File: config.mk
export PLATFORM = sky130hd
export DESIGN_NAME = softex_top
export DESIGN_NICKNAME = d
export VERILOG_FILES = /design/src/hdl/softex_ctrl_pkg.sv /design/src/hdl/softex_num_pkg.sv /design/src/hdl/softex_stage_ifs.sv /design/src/hdl/softex_top.sv /design/src/hdl/softex_result.sv /design/src/hdl/softex_execute.sv /design/src/hdl/softex_decode.sv
export SDC_FILE = /design/constraint.sdc
export NUM_CORES = 2
export LEC_CHECK = 0
export ABC_AREA = 1
export BUFFER_PORTS_ARGS = -buffer_cell sky130_fd_sc_hd__buf_4
export CAP_MARGIN = 25
export CELL_PAD_IN_SITES_DETAIL_PLACEMENT = 1
export CELL_PAD_IN_SITES_GLOBAL_PLACEMENT = 2
export CORE_ASPECT_RATIO = 0.5
export CORE_UTILIZATION = 35
export DETAILED_ROUTE_END_ITERATION = 10
export PLACE_DENSITY = 0.76
export SETUP_SLACK_MARGIN = 0.1
export SYNTH_ARGS = -nofsm -noshare
export SYNTH_HDL_FRONTEND = slang
export SYNTH_SLANG_ARGS = --single-unit
File: constraint.sdc
create_clock -name clk_i -period 6.5 [get_ports clk_i]
set_input_delay 0.325 -clock clk_i [delete_from_list [all_inputs] [get_ports clk_i]]
set_output_delay 0.325 -clock clk_i [all_outputs]
set_load 0.03 [all_outputs]
File: src/hdl/softex_ctrl_pkg.sv
//##########################################################################
// Control encodings: the per-item mode tag and the reciprocal divider FSM.
//##########################################################################

`default_nettype none

package softex_ctrl_pkg;

    // ACCUMULATE builds the maximum and denominator, NORMALIZE emits results
    typedef enum logic {
        ACCUMULATE = 1'b0,
        NORMALIZE  = 1'b1
    } mode_e;

    typedef enum logic [1:0] {
        DIV_IDLE = 2'd0,
        DIV_RUN  = 2'd1,
        DIV_DONE = 2'd2
    } div_state_e;

endpackage

`default_nettype wire

File: src/hdl/softex_num_pkg.sv
//##########################################################################
// Integer number formats of the softmax datapath. Weights and probabilities
// are Q0.15; a weight of 1.0 needs the extra bit of weight_t.
//##########################################################################

`default_nettype none

package softex_num_pkg;

    // Default lane count, overridden through the top-level parameter
    parameter int unsigned VECT_WIDTH = 4;

    parameter int unsigned SCORE_W       = 16;
    parameter int unsigned STRB_PER_LANE = SCORE_W / 8;
    parameter int unsigned WEIGHT_W      = 17;
    parameter int unsigned SHIFT_W       = 6;
    parameter int unsigned DEN_W         = 32;
    parameter int unsigned RECIP_W       = 17;
    parameter int unsigned PROB_W        = 16;

    typedef logic signed [SCORE_W-1:0] score_t;
    typedef logic        [WEIGHT_W-1:0] weight_t;
    typedef logic        [SHIFT_W-1:0] shift_t;
    typedef logic        [DEN_W-1:0] den_t;
    typedef logic        [RECIP_W-1:0] recip_t;
    typedef logic        [PROB_W-1:0] prob_t;

    parameter weight_t ONE_Q15   = 17'd32768;
    parameter shift_t  SHIFT_SAT = 6'd32;
    parameter prob_t   PROB_MAX  = 16'd32767;

    // Differences at or above this give a weight of 0
    parameter int EXP_RANGE = 16;

endpackage

`default_nettype wire
File: src/hdl/softex_stage_ifs.sv
//##########################################################################
// Stage-to-stage links. An item moves when valid and ready are both high.
//##########################################################################

`timescale 1ns/100ps
`default_nettype none

interface softex_score_if #(
    parameter int unsigned VECT_WIDTH = softex_num_pkg::VECT_WIDTH
);
    logic                                       valid;
    logic                                       ready;
    logic [VECT_WIDTH-1:0]                      strb;
    softex_num_pkg::score_t [VECT_WIDTH-1:0]    scores;
    softex_num_pkg::score_t                     max;
    softex_num_pkg::shift_t                     shift;
    softex_ctrl_pkg::mode_e                     mode;

    modport source (output valid, strb, scores, max, shift, mode, input ready);
    modport sink (input valid, strb, scores, max, shift, mode, output ready);
endinterface

interface softex_weight_if #(
    parameter int unsigned VECT_WIDTH = softex_num_pkg::VECT_WIDTH
);
    logic                                       valid;
    logic                                       ready;
    logic [VECT_WIDTH-1:0]                      strb;
    softex_num_pkg::weight_t [VECT_WIDTH-1:0]   weights;
    softex_num_pkg::den_t                       den;
    softex_ctrl_pkg::mode_e                     mode;

    modport source (output valid, strb, weights, den, mode, input ready);
    modport sink (input valid, strb, weights, den, mode, output ready);
endinterface

`default_nettype wire

File: src/hdl/softex_top.sv
//##########################################################################
// Integer softmax: three one-cycle stages, up to three items in flight.
//##########################################################################

`timescale 1ns/100ps
`default_nettype none

module softex_top #(
    parameter int unsigned VECT_WIDTH = softex_num_pkg::VECT_WIDTH
) (
    input  logic                                        clk_i,
    input  logic                                        rst_ni,
    input  logic                                        clear_i,
    input  logic                                        in_valid_i,
    output logic                                        in_ready_o,
    input  softex_num_pkg::score_t [VECT_WIDTH-1:0]     in_data_i,
    input  logic [VECT_WIDTH*softex_num_pkg::STRB_PER_LANE-1:0] in_strb_i,
    input  softex_ctrl_pkg::mode_e                      mode_i,
    output logic                                        out_valid_o,
    input  logic                                        out_ready_i,
    output softex_num_pkg::prob_t [VECT_WIDTH-1:0]      out_data_o,
    output logic [VECT_WIDTH-1:0]                       out_strb_o,
    output softex_num_pkg::score_t                      max_o,
    output logic                                        busy_o
);

    logic dec_busy;
    logic exe_busy;
    logic res_busy;

    softex_score_if  #(.VECT_WIDTH(VECT_WIDTH)) score_link ();
    softex_weight_if #(.VECT_WIDTH(VECT_WIDTH)) weight_link ();

    softex_decode #(.VECT_WIDTH(VECT_WIDTH)) i_decode (
        .clk_i      (clk_i),
        .rst_ni     (rst_ni),
        .clear_i    (clear_i),
        .in_valid_i (in_valid_i),
        .in_ready_o (in_ready_o),
        .in_data_i  (in_data_i),
        .in_strb_i  (in_strb_i),
        .mode_i     (mode_i),
        .max_o      (max_o),
        .busy_o     (dec_busy),
        .score_o    (score_link.source)
    );

    softex_execute #(.VECT_WIDTH(VECT_WIDTH)) i_execute (
        .clk_i      (clk_i),
        .rst_ni     (rst_ni),
        .clear_i    (clear_i),
        .score_i    (score_link.sink),
        .weight_o   (weight_link.source),
        .busy_o     (exe_busy)
    );

    softex_result #(.VECT_WIDTH(VECT_WIDTH)) i_result (
        .clk_i       (clk_i),
        .rst_ni      (rst_ni),
        .clear_i     (clear_i),
        .weight_i    (weight_link.sink),
        .out_valid_o (out_valid_o),
        .out_ready_i (out_ready_i),
        .out_data_o  (out_data_o),
        .out_strb_o  (out_strb_o),
        .busy_o      (res_busy)
    );

    assign busy_o = dec_busy | exe_busy | res_busy;

endmodule

`default_nettype wire

File: src/hdl/softex_result.sv
//##########################################################################
// The reciprocal is computed once after each clear; ACCUMULATE items sent
// after the first NORMALIZE item do not refresh it.
//##########################################################################

`timescale 1ns/100ps
`default_nettype none

module softex_result #(
    parameter int unsigned VECT_WIDTH = softex_num_pkg::VECT_WIDTH
) (
    input  logic                                    clk_i,
    input  logic                                    rst_ni,
    input  logic                                    clear_i,
    softex_weight_if.sink                           weight_i,
    output logic                                    out_valid_o,
    input  logic                                    out_ready_i,
    output softex_num_pkg::prob_t [VECT_WIDTH-1:0]  out_data_o,
    output logic [VECT_WIDTH-1:0]                   out_strb_o,
    output logic                                    busy_o
);

    localparam int unsigned DEN_W   = softex_num_pkg::DEN_W;
    localparam int unsigned RECIP_W = softex_num_pkg::RECIP_W;
    localparam int unsigned PROD_W  = softex_num_pkg::WEIGHT_W + RECIP_W;

    softex_ctrl_pkg::div_state_e    div_state;
    logic [4:0]                     div_cnt;
    softex_num_pkg::den_t           rem_q;
    logic [DEN_W-1:0]               quo_q;
    logic [DEN_W:0]                 rem_shift;
    logic                           q_bit;
    logic                           is_norm;
    logic                           out_free;
    logic                           take_norm;
    logic                           div_start;
    softex_num_pkg::recip_t         recip;
    logic [PROD_W-1:0]              prod [VECT_WIDTH];
    softex_num_pkg::prob_t [VECT_WIDTH-1:0] prob;

    assign is_norm   = weight_i.mode == softex_ctrl_pkg::NORMALIZE;
    assign out_free  = !out_valid_o || out_ready_i;
    assign div_start = weight_i.valid && is_norm && div_state == softex_ctrl_pkg::DIV_IDLE;

    // ACCUMULATE items are always taken and dropped here
    assign weight_i.ready = is_norm ?
        (div_state == softex_ctrl_pkg::DIV_DONE && out_free) : 1'b1;
    assign take_norm = weight_i.valid && weight_i.ready && is_norm;

    // Restoring division of 2^31, whose only set bit enters on the first step
    assign rem_shift = {rem_q, div_cnt == 5'd0};
    assign q_bit     = rem_shift >= {1'b0, weight_i.den};

    always_ff @(posedge clk_i or negedge rst_ni) begin
        if (!rst_ni) begin
            div_state <= softex_ctrl_pkg::DIV_IDLE;
            div_cnt   <= '0;
            rem_q     <= '0;
            quo_q     <= '0;
        end else if (clear_i) begin
            div_state <= softex_ctrl_pkg::DIV_IDLE;
            div_cnt   <= '0;
            rem_q     <= '0;
            quo_q     <= '0;
        end else begin
            case (div_state)
                softex_ctrl_pkg::DIV_IDLE: begin
                    if (div_start) begin
                        div_state <= softex_ctrl_pkg::DIV_RUN;
                        div_cnt   <= '0;
                        rem_q     <= '0;
                        quo_q     <= '0;
                    end
                end
                softex_ctrl_pkg::DIV_RUN: begin
                    rem_q   <= q_bit ? DEN_W'(rem_shift - {1'b0, weight_i.den})
                                     : rem_shift[DEN_W-1:0];
                    quo_q   <= {quo_q[DEN_W-2:0], q_bit};
                    div_cnt <= div_cnt + 5'd1;
                    if (div_cnt == 5'd31) begin
                        div_state <= softex_ctrl_pkg::DIV_DONE;
                    end
                end
                default: begin
                    div_state <= softex_ctrl_pkg::DIV_DONE;
                end
            endcase
        end
    end

    // Saturates only for a zero denominator
    assign recip = (|quo_q[DEN_W-1:RECIP_W]) ? '1 : quo_q[RECIP_W-1:0];

    always_comb begin
        for (int i = 0; i < VECT_WIDTH; i++) begin
            prod[i] = PROD_W'(weight_i.weights[i]) * PROD_W'(recip);
            if (!weight_i.strb[i]) begin
                prob[i] = '0;
            end else if (prod[i][PROD_W-1:16] > PROD_W'(softex_num_pkg::PROB_MAX)) begin
                prob[i] = softex_num_pkg::PROB_MAX;
            end else begin
                prob[i] = prod[i][31:16];
            end
        end
    end

    always_ff @(posedge clk_i or negedge rst_ni) begin
        if (!rst_ni) begin
            out_valid_o <= 1'b0;
        end else if (clear_i) begin
            out_valid_o <= 1'b0;
        end else if (take_norm) begin
            out_valid_o <= 1'b1;
        end else if (out_ready_i) begin
            out_valid_o <= 1'b0;
        end
    end

    always_ff @(posedge clk_i) begin
        if (take_norm) begin
            out_data_o <= prob;
            out_strb_o <= weight_i.strb;
        end
    end

    assign busy_o = out_valid_o || div_state == softex_ctrl_pkg::DIV_RUN;

endmodule

`default_nettype wire

File: src/hdl/softex_execute.sv
//##########################################################################
// Base-2 exponent relative to the carried maximum. A score above that
// maximum is clamped to a weight of 1.0.
//##########################################################################

`timescale 1ns/100ps
`default_nettype none

module softex_execute #(
    parameter int unsigned VECT_WIDTH = softex_num_pkg::VECT_WIDTH
) (
    input  logic                clk_i,
    input  logic                rst_ni,
    input  logic                clear_i,
    softex_score_if.sink        score_i,
    softex_weight_if.source     weight_o,
    output logic                busy_o
);

    logic                                       valid_q;
    logic                                       accept;
    logic signed [softex_num_pkg::SCORE_W:0]    lane_diff [VECT_WIDTH];
    softex_num_pkg::weight_t [VECT_WIDTH-1:0]   lane_w;
    softex_num_pkg::den_t                       w_sum;
    softex_num_pkg::den_t                       den_q;

    always_comb begin
        w_sum = '0;
        for (int i = 0; i < VECT_WIDTH; i++) begin
            lane_diff[i] = score_i.max - score_i.scores[i];
            if (!score_i.strb[i]) begin
                lane_w[i] = '0;
            end else if (lane_diff[i] <= 0) begin
                lane_w[i] = softex_num_pkg::ONE_Q15;
            end else if (lane_diff[i] >= softex_num_pkg::EXP_RANGE) begin
                lane_w[i] = '0;
            end else begin
                lane_w[i] = softex_num_pkg::ONE_Q15 >> lane_diff[i][3:0];
            end
            w_sum = w_sum + softex_num_pkg::den_t'(lane_w[i]);
        end
    end

    assign accept        = score_i.valid && score_i.ready;
    assign score_i.ready = !valid_q || weight_o.ready;

    // A rise of the maximum by k halves the old sum k times before adding
    always_ff @(posedge clk_i or negedge rst_ni) begin
        if (!rst_ni) begin
            valid_q <= 1'b0;
            den_q   <= '0;
        end else if (clear_i) begin
            valid_q <= 1'b0;
            den_q   <= '0;
        end else begin
            if (accept) begin
                valid_q <= 1'b1;
                if (score_i.mode == softex_ctrl_pkg::ACCUMULATE) begin
                    den_q <= (den_q >> score_i.shift) + w_sum;
                end
            end else if (weight_o.ready) begin
                valid_q <= 1'b0;
            end
        end
    end

    always_ff @(posedge clk_i) begin
        if (accept) begin
            weight_o.strb    <= score_i.strb;
            weight_o.weights <= lane_w;
            weight_o.mode    <= score_i.mode;
        end
    end

    // den_q is updated together with the item register, so it is the item's own sum
    assign weight_o.den   = den_q;
    assign weight_o.valid = valid_q;
    assign busy_o         = valid_q;

endmodule

`default_nettype wire

File: src/hdl/softex_decode.sv
//##########################################################################
// A lane is active only with both byte strobes set. NORMALIZE vectors leave
// the running maximum unchanged.
//##########################################################################

`timescale 1ns/100ps
`default_nettype none

module softex_decode #(
    parameter int unsigned VECT_WIDTH = softex_num_pkg::VECT_WIDTH
) (
    input  logic                                        clk_i,
    input  logic                                        rst_ni,
    input  logic                                        clear_i,
    input  logic                                        in_valid_i,
    output logic                                        in_ready_o,
    input  softex_num_pkg::score_t [VECT_WIDTH-1:0]     in_data_i,
    input  logic [VECT_WIDTH*softex_num_pkg::STRB_PER_LANE-1:0] in_strb_i,
    input  softex_ctrl_pkg::mode_e                      mode_i,
    output softex_num_pkg::score_t                      max_o,
    output logic                                        busy_o,
    softex_score_if.source                              score_o
);

    localparam int unsigned SPL = softex_num_pkg::STRB_PER_LANE;

    logic [VECT_WIDTH-1:0]                  lane_strb;
    logic                                   any_lane;
    logic                                   has_max;
    logic                                   valid_q;
    logic                                   accept;
    softex_num_pkg::score_t                 vec_max;
    softex_num_pkg::score_t                 cur_max;
    softex_num_pkg::score_t                 new_max;
    logic signed [softex_num_pkg::SCORE_W:0] max_diff;
    softex_num_pkg::shift_t                 shift;

    for (genvar i = 0; i < VECT_WIDTH; i++) begin : gen_lane_strb
        assign lane_strb[i] = &in_strb_i[i*SPL +: SPL];
    end

    always_comb begin
        vec_max  = '0;
        any_lane = 1'b0;
        for (int i = 0; i < VECT_WIDTH; i++) begin
            if (lane_strb[i] && (!any_lane || in_data_i[i] > vec_max)) begin
                vec_max  = in_data_i[i];
                any_lane = 1'b1;
            end
        end
    end

    // The first active vector after a clear loads the maximum directly
    always_comb begin
        new_max = cur_max;
        if (mode_i == softex_ctrl_pkg::ACCUMULATE && any_lane) begin
            if (!has_max || vec_max > cur_max) begin
                new_max = vec_max;
            end
        end
        max_diff = '0;
        if (has_max) begin
            max_diff = new_max - cur_max;
        end
        if (max_diff > 17'sd32) begin
            shift = softex_num_pkg::SHIFT_SAT;
        end else begin
            shift = max_diff[softex_num_pkg::SHIFT_W-1:0];
        end
    end

    assign accept     = in_valid_i && in_ready_o;
    assign in_ready_o = !valid_q || score_o.ready;

    always_ff @(posedge clk_i or negedge rst_ni) begin
        if (!rst_ni) begin
            valid_q <= 1'b0;
            has_max <= 1'b0;
            cur_max <= '0;
        end else if (clear_i) begin
            valid_q <= 1'b0;
            has_max <= 1'b0;
            cur_max <= '0;
        end else if (accept) begin
            valid_q <= 1'b1;
            cur_max <= new_max;
            if (mode_i == softex_ctrl_pkg::ACCUMULATE && any_lane) begin
                has_max <= 1'b1;
            end
        end else if (score_o.ready) begin
            valid_q <= 1'b0;
        end
    end

    always_ff @(posedge clk_i) begin
        if (accept) begin
            score_o.strb   <= lane_strb;
            score_o.scores <= in_data_i;
            score_o.max    <= new_max;
            score_o.shift  <= shift;
            score_o.mode   <= mode_i;
        end
    end

    assign score_o.valid = valid_q;
    assign max_o         = cur_max;
    assign busy_o        = valid_q;

endmodule

`default_nettype wire

==> run summary <==
sequential area share after synthesis: 15.7%
Max Cap Viol: 0
Global Route Usage Sum: 25.3%
Post-Place Cell Area: 0.0756 mm2
largest net degree at the start of global routing: 70
Top Family by Delay on Critical Path: simple AND/OR/NAND/NOR gates
Crit Path Max Fanout: 8
type of the worst setup path: primary input to flop
Die ar.: 0.183 mm2
Top cell by count, worst path: nand2_2
commonest non-fill, non-tap cell in the layout: nand2_1
antenna violations before repair: 5
most frequent cells in the layout: nand2_1 (1884), inv_1 (1836), buf_4 (1342)
Worst EP required: 6.92 ns
area of the multi-input gates: 0.0508 mm2
Clk Latency, worst-skew pair: 0.67 ns
vias in the first global route: 63900
clock power share: 21.3%
Die Span Y: 303 um
register area: 0.00992 mm2
critical path's largest stage delay: 0.36 ns
die width: 603 um
Routed wire per std cell: 19.7 um
Critical path buffers and inverters: 12
syn_area_per_cell: 7.62 um2
final hold vios: 0
static leakage: 44.6 nW
Initial Utilization: 35.5%
post-route clock period utilization: 127%
Final ANT Viol Nets: 0
DPL Wire Length: 183 mm
crit path DAT: 8.66 ns
layout cells sized above 1: 28.5%
Top FF cell, synth: edfxtp_1
first-pass GRT wire length: 362 mm
Yosys top cell by area: fa_1
Peak VDD IR: 0.350 mV
Seq cells post-synth: 351
root buf cell: clkbuf_16
DRT iter0 DRCs: 3425
Ys Warns: 0
Vias: 59400
Core Box Area: 0.178 mm2
Seq pwr share: 22.0%
clock-pin slew on the worst setup and hold paths: 0.07 ns
CTS buffer count: 43
# placed instances: 11700
final setup margin: -1.75 ns
Mapped Area: 0.0633 mm2
Int Power: 0.00667 W
Final Util: 48.8%
status: finished, violations left
Logic pwr share: 56.6%
Post-synth EDFFs: 228
Yosys cell types: 60
GRT busiest layer: met2
design area: 0.0868 mm2
Worst Tran Pin Value: 1.07 ns
min cycle time layout: 8.25 ns
Post-Route WL: 239 mm
I/O Pins: 165
Nets: 11300
GR Layer Usage met1: 34.7%
failing checks: negative setup slack
TNS Setup: -60.01 ns
FFs w/ async S/R, synth: 35.0%
Critical Path End Type: flop
Setup violations, final: 118
max_slew headroom: 28.8%
final hold slack: 0.0404 ns
hold crit path type: primary input to flop
final-report max-slew violation count: 0
leading post-synthesis cells by cell area: fa_1 (28%), ha_1 (13%), nand2_1 (13%)
Cells after Synth: 8309
Port Buffers: 164
Max Fclk: 0.121 GHz
cell area power density: 144 mW/mm2
clock tree from TritonCTS: yes
post-synth top area share: 27.5%
reported net switching power: 0.00583 W
# H-tree levels: 2
RSZ-0062 raised after global routing: yes
DRC: 0
Clock Sinks: 351
standard-cell row count: 109
Sw Share: 46.6%
GR met2 Demand/Resource: 43.2%
crit start category: primary input
routability cong.: 0.907
critical path's slowest cell: fa_2
GRT overflow: 0
fin cells: 12100
Clock Skew: 0.0353 ns
routing usage on met3: 3.55%
CTS max path bufs: 3
Area growth syn-to-layout: 37.2%
DR vias/cell: 4.90
fillcell total: 21300
Initial DRT Pass Iterations: 5
==> Yosys cell counts, types with 5 or more instances <==
cell type and number:
ha_1 653, nand2_1 2128, inv_1 1953, buf_6 8, dfrtp_1 123, nand4_1 39, or2_2 8, xnor2_1 64
nor3_2 24, o21ai_1 52, clkbuf_1 260, edfxtp_1 228, o21ai_0 228, a221oi_1 9, buf_2 22, o211ai_1 15
o22ai_1 54, clkinv_1 6, a21o_1 26, nor3_1 78, a21oi_2 5, buf_4 5, a21boi_0 7, a211oi_1 11
fa_1 871, nand3_1 301, xor2_1 82, o21ai_2 7, a21oi_1 308, nor2_1 490, o21a_1 18, buf_1 15
mux2i_1 19, and2_1 35, inv_2 9, nand3b_1 19, nor4_1 18, nand2_2 11, a31oi_1 28, o21bai_1 32
==> cell type report <==
cell class	instances	area share, %
Timing Repair Buffer	1636	16.4
Multi-Input combinational cell	5687	58.5
Tap cell	2386	3.44
Inverter	1968	8.56
Timing Repair inverter	2	0.0115
Clock buffer	51	1.31
Sequential cell	351	11.4
Clock inverter	28	0.363
Antenna cell	1	0.00288
==> power groups by stage <==
stage	combinational (W)	clock, W	sequential (W)
after floorplan	0.00417	0	0.00272
final	0.00708	0.00267	0.00275
after global placement	0.00621	0	0.00279
after detailed placement	0.00629	0	0.00280
after global routing	0.00791	0.00281	0.00277
after CTS	0.00677	0.00273	0.00276
==> per-stage QoR <==
step | worst slack (ns) | power [W]
6_report | -1.75 | 0.0125
5_1_grt | -2.27 | 0.0135
4_1_cts | -1.56 | 0.0123
3_5_place_dp | -2.87 | 0.00909
3_3_place_gp | -2.72 | 0.00901
2_1_floorplan | -1.55 | 0.00688
==> cells by family (layout without fill, tap and decap cells) <==
logic type | after synthesis | count (layout) | share of synthesized area (%)
AO/OA/AOI/OAI | 823 | 823 | 7.40
XOR/XNOR | 148 | 148 | 2.07
adder cells (fa/ha/maj) | 1524 | 1524 | 40.5
buffers and inverters | 2278 | 3685 | 13.7
flip-flops | 351 | 351 | 15.7
multiplexers | 19 | 19 | 0.300
other | 1 | 5 | 0.00592
AND/OR/NAND/NOR | 3165 | 3169 | 20.4
==> timing repair <==
action                     4_1_cts  5_1_grt
buffers inserted               170      113
hold buffers                    66        0
cloned                          22        8
pin swaps                      296      411
gates resized for setup        811      706
setup endpoints to repair      127      127
hold endpoints to repair       130        0
==> per-layer routing <==
metal	share of wire (%)	wire, um
met4	1.8	4410
met2	47	113000
met1	45	108000
met3	5.3	12700
met5	0	0
==> final timing paths <==
kind / from / end / slack, ns / cells after the start
min in group asynchronous: rst_ni / i_result.quo_q[0]$_DFFE_PN0P_ / 0.26 / 2
min reg2reg: i_decode.max_o[9]$_DFFE_PN0P_ / i_decode.max_o[9]$_DFFE_PN0P_ / 0.51 / 2
max reg2reg: i_decode.score_o.max[0]$_DFFE_PP_ / i_execute.weight_o.den[21]$_DFFE_PN0P_ / -0.90 / 45
max in group asynchronous: rst_ni / i_decode.max_o[11]$_DFFE_PN0P_ / 4.89 / 3
min: clear_i / i_execute.busy_o$_DFFE_PN0P_ / 0.04 / 2
max: in_strb_i[0] / i_decode.score_o.shift[5]$_SDFFCE_PN1P_ / -1.75 / 77
==> registers in the layout, summed over array words and instances, names as in the netlist <==
register / count
i_decode.score_o.scores: 64
i_execute.weight_o.weights: 64
i_result.out_data_o: 64
i_execute.weight_o.den: 32
i_result.quo_q: 32
i_result.rem_q: 32
i_decode.max_o: 16
i_decode.score_o.max: 16
i_decode.score_o.shift: 6
i_result.div_cnt: 5
i_decode.score_o.strb: 4
i_execute.weight_o.strb: 4
i_result.out_strb_o: 4
i_result.div_state: 2
i_decode.busy_o: 1
i_decode.has_max: 1
i_decode.score_o.mode: 1
i_execute.busy_o: 1
i_execute.weight_o.mode: 1
i_result.out_valid_o: 1
Power figures use the tool's default switching activity.
